<file path="src/cache_cfg.svh">
// Cache geometry macros, included by the package and by every RTL file that sizes logic.
`ifndef CACHE_CFG_SVH
`define CACHE_CFG_SVH

// Width of the byte address minus its two low bits.
`define CACHE_WADDR_W 14

// Words per line.
`define CACHE_LINE_WORDS 4

// Sets per way.
`define CACHE_SETS 8

// Number of ways.
`define CACHE_WAYS 2

// Derived field widths of a word address.
`define CACHE_OFFSET_W $clog2(`CACHE_LINE_WORDS)
`define CACHE_INDEX_W $clog2(`CACHE_SETS)
`define CACHE_TAG_W (`CACHE_WADDR_W - `CACHE_INDEX_W - `CACHE_OFFSET_W)

`endif

</file>
<file path="src/cache_pkg.sv">
// Shared cache types, imported by wildcard into each RTL module header.
`default_nettype none
`include "cache_cfg.svh"

package cache_pkg;

    typedef logic [31:0] word_t;
    typedef logic [`CACHE_WADDR_W-1:0] waddr_t;
    typedef logic [`CACHE_INDEX_W-1:0] index_t;
    typedef logic [`CACHE_OFFSET_W-1:0] offset_t;
    typedef logic [$clog2(`CACHE_WAYS)-1:0] way_t;
    typedef logic [`CACHE_TAG_W-1:0] tag_t;

    // One way of a set.
    typedef struct packed {
        logic valid;
        logic dirty;
        tag_t tag;
    } tag_entry_t;

    // All ways of a set plus the round-robin victim pointer.
    typedef struct packed {
        way_t                         next_way;
        tag_entry_t [`CACHE_WAYS-1:0] entry;
    } tag_set_t;

    // One word of every way, stored per set and offset.
    typedef word_t [`CACHE_WAYS-1:0] data_row_t;

endpackage

`default_nettype wire

</file>
<file path="src/sdp_ram.sv">
// Simple dual-port synchronous RAM; instantiated for the tag sets and the data rows.
`timescale 1ns/1ns
`default_nettype none

module sdp_ram import cache_pkg::*; #(
    parameter type payload_t = word_t,
    parameter int  DEPTH     = 8,
    localparam int AW        = $clog2(DEPTH)
) (
    input  logic          clk,
    input  logic          we,
    input  logic [AW-1:0] waddr,
    input  payload_t      wdata,
    input  logic [AW-1:0] raddr,
    output payload_t      rdata
);

    payload_t mem [DEPTH];

    // Read during write to the same address returns the old contents.
    always_ff @(posedge clk) begin
        if (we) begin
            mem[waddr] <= wdata;
        end
        rdata <= mem[raddr];
    end

endmodule

`default_nettype wire

</file>
<file path="src/tag_store.sv">
// Tag RAM with hit decode, victim report and set update; used by the cache top level.
`timescale 1ns/1ns
`default_nettype none
`include "cache_cfg.svh"

module tag_store import cache_pkg::*; (
    input  logic   clk,
    input  logic   rst_n,
    input  index_t rd_index,
    input  tag_t   lookup_tag,
    output logic   hit,
    output way_t   hit_way,
    output way_t   victim_way,
    output logic   victim_dirty,
    output tag_t   victim_tag,
    input  logic   mark_dirty,
    input  logic   fill_done,
    input  index_t wr_index,
    output logic   clearing_busy
);

    tag_set_t ram_rdata;
    tag_set_t fwd_set;
    logic     fwd_hit;
    tag_set_t set_q;
    tag_set_t new_set;
    logic     tag_we;
    index_t   tag_waddr;
    tag_set_t tag_wdata;
    index_t   clr_index;

    sdp_ram #(
        .payload_t (tag_set_t),
        .DEPTH     (`CACHE_SETS)
    ) u_tag_ram (
        .clk   (clk),
        .we    (tag_we),
        .waddr (tag_waddr),
        .wdata (tag_wdata),
        .raddr (rd_index),
        .rdata (ram_rdata)
    );

    // Sweep every set to zero after reset.
    always_ff @(posedge clk) begin
        if (!rst_n) begin
            clearing_busy <= 1'b1;
            clr_index     <= '0;
        end else if (clearing_busy) begin
            clr_index <= clr_index + 1'b1;
            if (clr_index == index_t'(`CACHE_SETS - 1)) begin
                clearing_busy <= 1'b0;
            end
        end
    end

    // A set written on the edge it was read comes from here instead.
    always_ff @(posedge clk) begin
        if (!rst_n) begin
            fwd_hit <= 1'b0;
        end else begin
            fwd_hit <= tag_we && (tag_waddr == rd_index);
        end
    end

    always_ff @(posedge clk) begin
        fwd_set <= tag_wdata;
    end

    assign set_q = fwd_hit ? fwd_set : ram_rdata;

    always_comb begin
        hit     = 1'b0;
        hit_way = '0;
        for (int w = 0; w < `CACHE_WAYS; w++) begin
            if (set_q.entry[w].valid && (set_q.entry[w].tag == lookup_tag)) begin
                hit     = 1'b1;
                hit_way = way_t'(w);
            end
        end
    end

    assign victim_way   = set_q.next_way;
    assign victim_dirty = set_q.entry[victim_way].valid && set_q.entry[victim_way].dirty;
    assign victim_tag   = set_q.entry[victim_way].tag;

    // A fill claims the victim way and moves the pointer on.
    always_comb begin
        new_set = set_q;
        if (fill_done) begin
            new_set.entry[victim_way].valid = 1'b1;
            new_set.entry[victim_way].dirty = 1'b0;
            new_set.entry[victim_way].tag   = lookup_tag;
            new_set.next_way                = victim_way + 1'b1;
        end else if (mark_dirty) begin
            new_set.entry[hit_way].dirty = 1'b1;
        end
    end

    assign tag_we    = clearing_busy || mark_dirty || fill_done;
    assign tag_waddr = clearing_busy ? clr_index : wr_index;
    assign tag_wdata = clearing_busy ? '0 : new_set;

    // Write hits and fill completions come from separate blocks and must not meet.
    assert property (@(posedge clk) disable iff (!rst_n) !(mark_dirty && fill_done))
        else $error("tag_store: write hit during fill completion");

endmodule

`default_nettype wire

</file>
<file path="src/line_engine.sv">
// Line sequencer for the cache, writing back dirty victims and filling lines from memory.
`timescale 1ns/1ns
`default_nettype none
`include "cache_cfg.svh"

module line_engine import cache_pkg::*; (
    input  logic                                      clk,
    input  logic                                      rst_n,
    input  logic                                      miss_start,
    input  index_t                                    miss_index,
    input  tag_t                                      new_tag,
    input  way_t                                      victim_way,
    input  logic                                      victim_dirty,
    input  tag_t                                      victim_tag,
    output logic                                      fill_done,
    output logic                                      busy,
    output logic [`CACHE_INDEX_W+`CACHE_OFFSET_W-1:0] dram_raddr,
    input  data_row_t                                 dram_rdata,
    output logic                                      dram_we,
    output way_t                                      dram_way,
    output logic [`CACHE_INDEX_W+`CACHE_OFFSET_W-1:0] dram_waddr,
    output word_t                                     dram_wdata,
    output logic                                      xm_re,
    output logic                                      xm_we,
    output waddr_t                                    xm_addr,
    output word_t                                     xm_wdata,
    input  word_t                                     xm_rdata,
    input  logic                                      xm_ready
);

    typedef enum logic [1:0] {
        ST_IDLE,
        ST_WB,
        ST_FILL
    } state_t;

    state_t  state;
    offset_t offset;
    offset_t off_next;
    logic    step;
    logic    last;
    index_t  line_index;
    tag_t    wb_tag;
    tag_t    fill_tag;
    way_t    way_q;

    assign busy     = state != ST_IDLE;
    assign step     = busy && xm_ready;
    assign off_next = offset + 1'b1;
    assign last     = offset == offset_t'(`CACHE_LINE_WORDS - 1);

    // Offset wraps back to zero at the end of each pass.
    always_ff @(posedge clk) begin
        if (!rst_n) begin
            state     <= ST_IDLE;
            offset    <= '0;
            fill_done <= 1'b0;
        end else begin
            fill_done <= 1'b0;
            case (state)
                ST_IDLE: begin
                    if (miss_start) begin
                        state <= victim_dirty ? ST_WB : ST_FILL;
                    end
                end
                ST_WB: begin
                    if (xm_ready) begin
                        offset <= off_next;
                        if (last) begin
                            state <= ST_FILL;
                        end
                    end
                end
                ST_FILL: begin
                    if (xm_ready) begin
                        offset <= off_next;
                        if (last) begin
                            state     <= ST_IDLE;
                            fill_done <= 1'b1;
                        end
                    end
                end
                default: begin
                    state <= ST_IDLE;
                end
            endcase
        end
    end

    // Miss context is held for the whole sequence.
    always_ff @(posedge clk) begin
        if (miss_start && !busy) begin
            line_index <= miss_index;
            wb_tag     <= victim_tag;
            fill_tag   <= new_tag;
            way_q      <= victim_way;
        end
    end

    // Row for the current offset is always one read ahead.
    // In idle the offset rests at zero, so the first row is ready on entry.
    assign dram_raddr = busy ? {line_index, step ? off_next : offset} : {miss_index, offset};

    assign dram_we    = (state == ST_FILL) && xm_ready;
    assign dram_way   = way_q;
    assign dram_waddr = {line_index, offset};
    assign dram_wdata = xm_rdata;

    assign xm_re    = state == ST_FILL;
    assign xm_we    = state == ST_WB;
    assign xm_addr  = {(state == ST_WB) ? wb_tag : fill_tag, line_index, offset};
    assign xm_wdata = dram_rdata[way_q];

    assert property (@(posedge clk) disable iff (!rst_n) !(xm_re && xm_we))
        else $error("line_engine: read and write requested together");

    // A stalled request keeps its address, and a write keeps its data word.
    assert property (@(posedge clk) disable iff (!rst_n)
        (xm_re || xm_we) && !xm_ready |=>
            $stable(xm_addr) && (!xm_we || $stable(xm_wdata)))
        else $error("line_engine: request changed while waiting");

endmodule

`default_nettype wire

</file>
<file path="src/cache_top.sv">
// Cache top level between the processor word bus and external memory; the DUT of the testbench.
`timescale 1ns/1ns
`default_nettype none
`include "cache_cfg.svh"

module cache_top import cache_pkg::*; (
    input  logic   clk,
    input  logic   rst_n,
    input  logic   re,
    input  logic   we,
    input  waddr_t addr,
    input  word_t  wdata,
    output word_t  rdata,
    output logic   ready,
    output logic   xm_re,
    output logic   xm_we,
    output waddr_t xm_addr,
    output word_t  xm_wdata,
    input  word_t  xm_rdata,
    input  logic   xm_ready
);

    localparam int ROW_AW = `CACHE_INDEX_W + `CACHE_OFFSET_W;

    logic              pending;
    logic              wait_fill;
    logic              ab_we;
    waddr_t            ab_addr;
    word_t             ab_wdata;
    tag_t              ab_tag;
    index_t            ab_index;
    offset_t           ab_offset;
    index_t            in_index;
    offset_t           in_offset;
    logic              hit;
    way_t              hit_way;
    way_t              victim_way;
    logic              victim_dirty;
    tag_t              victim_tag;
    logic              clearing_busy;
    logic              mark_dirty;
    logic              miss_start;
    logic              fill_done;
    logic              le_busy;
    logic [ROW_AW-1:0] le_raddr;
    logic              le_we;
    way_t              le_way;
    logic [ROW_AW-1:0] le_waddr;
    word_t             le_wdata;
    logic [ROW_AW-1:0] dram_raddr;
    logic              dram_we;
    logic [ROW_AW-1:0] dram_waddr;
    data_row_t         dram_wdata;
    data_row_t         dram_rdata;
    logic              fwd_hit;
    data_row_t         fwd_row;
    data_row_t         row_q;
    way_t              wr_way;
    word_t             wr_word;

    assign {ab_tag, ab_index, ab_offset} = ab_addr;
    assign in_index  = addr[`CACHE_OFFSET_W +: `CACHE_INDEX_W];
    assign in_offset = addr[`CACHE_OFFSET_W-1:0];

    // Lookup result of the buffered access is valid while pending.
    assign miss_start = pending && !hit;
    assign mark_dirty = pending && hit && ab_we;
    assign ready      = !clearing_busy && !wait_fill && !miss_start;

    always_ff @(posedge clk) begin
        if (!rst_n) begin
            pending   <= 1'b0;
            wait_fill <= 1'b0;
        end else if (miss_start) begin
            pending   <= 1'b0;
            wait_fill <= 1'b1;
        end else if (fill_done) begin
            // Replay the lookup, which now hits.
            pending   <= 1'b1;
            wait_fill <= 1'b0;
        end else if (ready) begin
            pending <= re || we;
        end
    end

    // Access buffer.
    always_ff @(posedge clk) begin
        if (ready && (re || we)) begin
            ab_we    <= we;
            ab_addr  <= addr;
            ab_wdata <= wdata;
        end
    end

    tag_store u_tags (
        .clk           (clk),
        .rst_n         (rst_n),
        .rd_index      (ready ? in_index : ab_index),
        .lookup_tag    (ab_tag),
        .hit           (hit),
        .hit_way       (hit_way),
        .victim_way    (victim_way),
        .victim_dirty  (victim_dirty),
        .victim_tag    (victim_tag),
        .mark_dirty    (mark_dirty),
        .fill_done     (fill_done),
        .wr_index      (ab_index),
        .clearing_busy (clearing_busy)
    );

    line_engine u_engine (
        .clk          (clk),
        .rst_n        (rst_n),
        .miss_start   (miss_start),
        .miss_index   (ab_index),
        .new_tag      (ab_tag),
        .victim_way   (victim_way),
        .victim_dirty (victim_dirty),
        .victim_tag   (victim_tag),
        .fill_done    (fill_done),
        .busy         (le_busy),
        .dram_raddr   (le_raddr),
        .dram_rdata   (row_q),
        .dram_we      (le_we),
        .dram_way     (le_way),
        .dram_waddr   (le_waddr),
        .dram_wdata   (le_wdata),
        .xm_re        (xm_re),
        .xm_we        (xm_we),
        .xm_addr      (xm_addr),
        .xm_wdata     (xm_wdata),
        .xm_rdata     (xm_rdata),
        .xm_ready     (xm_ready)
    );

    sdp_ram #(
        .payload_t (data_row_t),
        .DEPTH     (`CACHE_SETS * `CACHE_LINE_WORDS)
    ) u_data_ram (
        .clk   (clk),
        .we    (dram_we),
        .waddr (dram_waddr),
        .wdata (dram_wdata),
        .raddr (dram_raddr),
        .rdata (dram_rdata)
    );

    // Engine owns the read port from the miss cycle on.
    assign dram_raddr = (le_busy || miss_start) ? le_raddr :
                        ready ? {in_index, in_offset} : {ab_index, ab_offset};

    // Both writers replace one word of the row that was just read.
    assign dram_we    = le_we || mark_dirty;
    assign dram_waddr = le_we ? le_waddr : {ab_index, ab_offset};
    assign wr_way     = le_we ? le_way : hit_way;
    assign wr_word    = le_we ? le_wdata : ab_wdata;

    always_comb begin
        dram_wdata         = row_q;
        dram_wdata[wr_way] = wr_word;
    end

    // Row written on the same edge as its read.
    always_ff @(posedge clk) begin
        if (!rst_n) begin
            fwd_hit <= 1'b0;
        end else begin
            fwd_hit <= dram_we && (dram_waddr == dram_raddr);
        end
    end

    always_ff @(posedge clk) begin
        fwd_row <= dram_wdata;
    end

    assign row_q = fwd_hit ? fwd_row : dram_rdata;
    assign rdata = row_q[hit_way];

    assert property (@(posedge clk) disable iff (!rst_n) le_busy |-> !ready)
        else $error("cache_top: ready raised during a line transfer");

endmodule

`default_nettype wire

</file>
<file path="config.mk">
export PLATFORM = sky130hd
export DESIGN_NAME = cache_top
export DESIGN_NICKNAME = d
export VERILOG_FILES = /design/src/cache_pkg.sv /design/src/sdp_ram.sv /design/src/tag_store.sv /design/src/line_engine.sv /design/src/cache_top.sv
export VERILOG_INCLUDE_DIRS = /design/src
export SDC_FILE = /design/constraint.sdc
export NUM_CORES = 2
export LEC_CHECK = 0
export BUFFER_PORTS_ARGS = -buffer_cell sky130_fd_sc_hd__buf_2
export CAP_MARGIN = 20
export CORE_UTILIZATION = 55
export DETAILED_ROUTE_END_ITERATION = 10
export PLACE_DENSITY = 0.82
export REMOVE_ABC_BUFFERS = 1
export SKIP_LAST_GASP = 1
export SLEW_MARGIN = 10
export SYNTH_ARGS = -nofsm -noshare
export SYNTH_HDL_FRONTEND = slang
export SYNTH_SLANG_ARGS = --single-unit
</file>
<file path="constraint.sdc">
create_clock -name clk -period 14 [get_ports clk]
set_input_delay 3.5 -clock clk [delete_from_list [all_inputs] [get_ports clk]]
set_output_delay 3.5 -clock clk [all_outputs]
set_load 0.01 [all_outputs]
</file>
=== Yosys cells after proc, flatten, opt, wreduce, memory -nomap -nowiden ===
Memory sizes are Yosys's and may differ from the RTL's. A register that Yosys moved wholly into a read port is not among the register bits.
Index checks and enable logic that the tools add are counted.

* $add $sub $neg: 3
* Multiply operators: 0
* Divide/modulo/power cells: 0
* $lt $le $gt $ge: 7
* Eq/ne operators: 13
* Shift operators: 0
* Muxes and demuxes: 58
* Bitwise gates (word level): 1
* Reduce and logical (&&, ||, !) cells: 36

{| class="wikitable"
|+ Operators with widths
! cell !! count
|-
| $mux 32 || 6
|-
| $bwmux 22 || 4
|-
| $bwmux 64 || 1
|-
| $mux 64 || 1
|-
| $mux 23 || 2
|-
| $demux 11 s1 || 4
|-
| $mux 22 || 2
|-
| $mux 11 || 3
|-
| $demux 32 s1 || 1
|-
| $mux 10 || 2
|-
| $mux 5 || 4
|-
| $eq 9x9->1 || 2
|-
| $mux 9 || 2
|-
| $logic_and 1x1->1 || 17
|-
| $mux 1 || 16
|-
| $mux 2 || 7
|-
| $lt 1x2->1 const B || 4
|-
| $ne 2x1->1 const B || 4
|-
| $mux 3 || 2
|-
| $pmux 2 s3 || 1
|-
| $reduce_bool 2->1 || 3
|-
| $eq 5x5->1 || 1
|-
| $logic_not 1->1 || 5
|-
| $logic_or 1x1->1 || 5
|-
| 15 further kinds || 19
|}

* Register bits after elaboration: 169
* Latch bits: 0
* Memory bits (writable): 2232
* Memory bits (read-only): 0
* Input bits: 83
* Output and inout port bits: 81
* Word-level logic and storage cells: 145
* Memories kept: 2

{| class="wikitable"
|+ Memory list
! memory !! depth !! bits a word !! read ports !! clocked after memory_dff !! wr ports !! RTL line !! source
|-
| u_data_ram.mem || 32 || 64 || 1 || 1 || 1 || sdp_ram.sv:18 || <nowiki>payload_t mem [DEPTH];</nowiki>
|-
| u_tags.u_tag_ram.mem || 8 || 23 || 1 || 1 || 1 || sdp_ram.sv:18 ||
|}

=== Longest topological paths before layout ===
* Depth in word-level cells: 13
* Depth in mapped cells: 17
* Gate-level depth less buffers: 11

=== Hierarchy ===
From an unflattened synthesis, not the netlist that was laid out.

* Cell total of the unflattened synthesis: 4208
* Area total of the unflattened synthesis: 95676.8 um^2

{| class="wikitable"
|+ Modules (own cells, without submodules)
! module !! instances !! cells each !! area an instance (um^2)
|-
| sdp_ram at u_data_ram || 1 || 3097 || 78964.5
|-
| sdp_ram at u_tags.u_tag_ram || 1 || 301 || 7566.0
|-
| cache_top || 1 || 459 || 5358.9
|-
| line_engine || 1 || 145 || 1971.9
|-
| tag_store || 1 || 206 || 1815.5
|}

=== Worst setup path after synthesis ===
No wires, ideal clock.

* Path type: in2reg
* Start: input xm_ready
* End: memory u_data_ram.mem[26][0] (netlist bit) (enable)
* Arrival: 7604 ps
* Path slack: 5909 ps
* Stages on the path: 5
* Cells stage by stage: clkbuf_1 -> nand2_1 -> mux2i_1 -> or3b_2 -> nor2_1

* Word-level cells in the longest chain between the ends: 4

{| class="wikitable"
|+ Ends and longest elaborated chain
! item !! RTL line !! source
|-
| start, declared || cache_top.sv:20 || <nowiki>input logic xm_ready</nowiki>
|-
| $logic_and 1x1->1 (*) || line_engine.sv:104 || <nowiki>assign dram_we = (state == ST_FILL) && xm_ready;</nowiki>
|-
| $logic_or 1x1->1 || cache_top.sv:153 || <nowiki>assign dram_we = le_we || mark_dirty;</nowiki>
|-
| $mux 1 || sdp_ram.sv:22 || <nowiki>if (we) begin</nowiki>
|-
| $mux 1 (implied by the code) || sdp_ram.sv:23 || <nowiki>mem[waddr] <= wdata;</nowiki>
|-
| end, declared || sdp_ram.sv:18 ||
|}

Mark *: on every way between the ends. The rest lies on a longest branch, timed or not.

=== Worst setup path in the final report ===
* Start: input xm_ready
* End: register u_data_ram.rdata[63] (netlist bit) (read register of u_data_ram.mem)

* Word-level cells in the longest chain between the ends: 4

{| class="wikitable"
|+ Ends and longest elaborated chain
! item !! RTL line !! source
|-
| $logic_and 1x1->1 || line_engine.sv:48 || <nowiki>assign step = busy && xm_ready;</nowiki>
|-
| $mux 2 || line_engine.sv:102 || <nowiki>assign dram_raddr = busy ? {line_index, step ? off_next : offset} : {miss_index, offset};</nowiki>
|-
| $mux 5 || line_engine.sv:102 ||
|-
| $mux 5 || cache_top.sv:149 || <nowiki>assign dram_raddr = (le_busy || miss_start) ? le_raddr :</nowiki>
|-
| end, declared || sdp_ram.sv:15 || <nowiki>output payload_t rdata</nowiki>
|}

Every way passes these cells.
A chain may end at the register's enable or synchronous reset.

==> flow_summary.yaml <==
sta:
  clock_skew_ps: 71.24
  period_needed_ps: 8714
  max-slew-margin-rel_pct: 18.56
  worst_slew_pin_slew_ps: 1222
  rsz0062_at_grt: "no"
  fin_hold_ws_ps: 558.0
  fin_crit_sh_pct: 62.24
  drv_slew: 0
  hold_viol_final: 0
  finalSetupViolCount: 0
  fmax_mhz: 114.8
synth:
  synth_seq_cells: 2488
  synth_cells: 6399
  synth_area_um2: 97060
  ys_types: 70
  ys.warnings.count: 0
  postSynthAreaPerCell_um2: 15.17
  synth_edf_count: 2301
  ys_seq_area_share_pct: 75.05
  ys.flop_type: "edfxtp_1"
  synth-async-reset-ratio_pct: 0
pwr:
  p_int_mw: 12.71
  ir_drop_mv: 0.1221
  comb_power_share_pct: 10.8
  switchingPower_mw: 4.158
  p_clk_share_pct: 38.7
  cellPowerDensity_nw_per_um2: 154.3
  switching_share_pct: 24.65
  pwr-share-seq_pct: 50.5
  leakagePower_nw: 37.33
finish:
  utilization_pct: 62.63
  layout_common_cells: "2301 x edfxtp_1, 877 x nand2_1, 600 x mux2i_1, 339 x a21oi_1, 246 x a221oi_1"
  regArea_um2: 72840
  finalNonFillerCells: 9070
  final_common_cell: "edfxtp_1"
  stdcell_area_um2: 109300
  multi_input_area_um2: 23110
  syn_to_final_growth_pct: 12.65
  drive_above_1_share_pct: 13.73
  fill_cells: 11570
  nets: 6620
setup_path:
  critPathLaunch: "xm_ready"
  required_ps: 14790
  crit_top_cell: "buf_4"
  end_kind: "register"
  r2r-start: "u_tags.fwd_hit$_SDFF_PN0_"
  arrival_ps: 9510
  slowest_delay_ps: 890
  rrSetupSlack_ps: 6760
  r2r_cells: 14
  cp.buffers_inverters: 4
  cp_top_family: "buffers and inverters"
  startpoint_type: "input port"
  critPathSlowestCell: "buf_4"
  crit_fanout: 73
  path_cells: "buf_2 -> nor2b_1 -> xnor2_1 -> nand3_4 -> nand2_8 -> buf_4 -> buf_4 -> buf_4 -> mux2i_1 -> a221oi_1 -> o31ai_1 -> nand4_1"
  reg2reg_to: "u_data_ram.rdata[63]$_DFF_P_"
  critical_path_class: "in -> reg"
cts:
  htreeDepth: 4
  post_cts_buffers: 0
  path_clk_slew_ps: 60
  cts_tree: "yes"
  cts.sinks: 2488
  cts_buffer_depth: 3
  post_cts_resized: 0
  cts_hold_buffers: 0
  insertion_delay_ps: 890
  clockRootBuffer: "clkbuf_16"
  cts_buffers: 232
drt:
  drc: 0
  drt_iter0_drc: 10110
  antenna_left: 0
  wirelength_mm: 274.6
  via_per_inst: 6.783
  first_pass_iters: 8
  vias: 61520
  wl_per_cell_um: 30.27
place:
  hpwl_mm: 134.4
  place_area_um2: 101000
  place_inst: 8602
  place.port_buffers: 163
  routabilityCongestion: 0.8170
die:
  core_um2: 174600
  dieArea_um2: 178200
  rows: 153
  start_util_pct: 55.59
  die_h_um: 422.1
  ios: 164
  fp.dieW_um: 422.1
global_route:
  grt_max_degree: 173
  grt_pass1_wl_mm: 394.3
  antenna_found_initial: 12
  grt_pass1_vias: 60320
  grt_util_all_layers_pct: 30.05
  grt_overflow: 0
min_path:
  whs_endpoint: "u_engine.state[1]$_SDFFE_PN0P_"
  hold_path_depth: 2
  hp-start: "u_engine.state[1]$_SDFFE_PN0P_"
  hold_class: "reg -> reg"
flow_run:
  maxCapViolations: 0
outcome:
  status: "completed"
sequential cells by signal, indices dropped and copies added, names as in the netlist, 2 cells and up:
name and cells:
u_engine.offset 2, u_data_ram.mem 2048, u_tags.fwd_set 23, u_tags.u_tag_ram.mem 184, u_engine.wb_tag 9, u_engine.fill_tag 9, u_tags.clr_index 3, u_engine.line_index 3
fwd_row 64, u_data_ram.rdata 64, ab_addr 14, ab_wdata 32, u_engine.state 2, u_tags.u_tag_ram.rdata 23
cells in the mapped netlist, types with 67 or more instances:
library cell	instances	area (µm²)
edfxtp_1	2301	69100
nand2_1	878	3296
mux2i_1	635	6356
a21oi_1	371	1857
clkbuf_1	286	1074
a221oi_1	246	2155
nor2_1	190	713.2
dfxtp_1	187	3744
a211oi_1	161	1209
and3_1	158	988.5
a31oi_1	137	857.1
a22oi_1	125	938.4
buf_2	100	500.5
o21ai_1	69	345.3
nand3_1	67	335.3
worst min-delay path: cells and delay by family, from the launching register on:
kind               cells  cell delay [ps]
AOI/OAI and AO/OA      1              100
DFF                    1              350
and+or+nand+nor        1               80
per-layer routing:
metal  GRT usage, %  wire length [µm]  vias to the layer above
li1               -                 -                    25210
met1          38.88             94530                    30130
met2          47.28            126800                     5148
met3          7.074             36940                     1032
met4          16.20             16260                        6
met5              0                41                        -
metrics by stage:
stage | setup TNS [ps] | worst slack, ps | total power [mW]
floorplan | -508680 | -8209 | 10.08
global placement | 0 | 4938 | 10.33
detailed placement | 0 | 4720 | 10.42
CTS | 0 | 5572 | 16.81
global route | 0 | 5137 | 17.26
finish | 0 | 5286 | 16.87
layout make-up:
type	count	share of cell area (%)
diodes	6	0.01373
repair buffers	337	2.204
clock buffers	289	5.717
multi-input cells	3457	21.14
inverters	15	0.05149
clock inverters	153	1.597
well taps	2325	2.660
flip-flops and latches	2488	66.62
worst max path at each step:
stage / endpoint / slack [ps] / depth (start not counted)
2_1_floorplan: u_data_ram.rdata[43]$_DFF_P_ / -8210 / 10
3_3_place_gp: u_data_ram.rdata[53]$_DFF_P_ / 4940 / 12
3_5_place_dp: u_data_ram.rdata[53]$_DFF_P_ / 4720 / 12
4_1_cts: u_data_ram.rdata[53]$_DFF_P_ / 5570 / 12
5_1_grt: u_data_ram.rdata[53]$_DFF_P_ / 5140 / 12
6_report: u_data_ram.rdata[63]$_DFF_P_ / 5290 / 12
logic make-up after synthesis:
logic type,count (synthesis),share of synthesized area [%]
AND/OR/NAND/NOR,1420,6.360
multiplexers,678,7.047
XOR/XNOR,34,0.3068
flip-flops,2488,75.05
buffers and inverters,454,1.981
adder cells (fa/ha/maj),6,0.07734
AO/OA/AOI/OAI,1319,9.181
power groups by stage:
stage	clock, mW	sequential, mW	combinational, mW
floorplan	0	8.69	1.38
global placement	0	8.68	1.66
detailed placement	0	8.68	1.74
CTS	6.53	8.52	1.76
global route	6.82	8.52	1.91
finish	6.53	8.52	1.82
(Power assumes the default switching activity.)
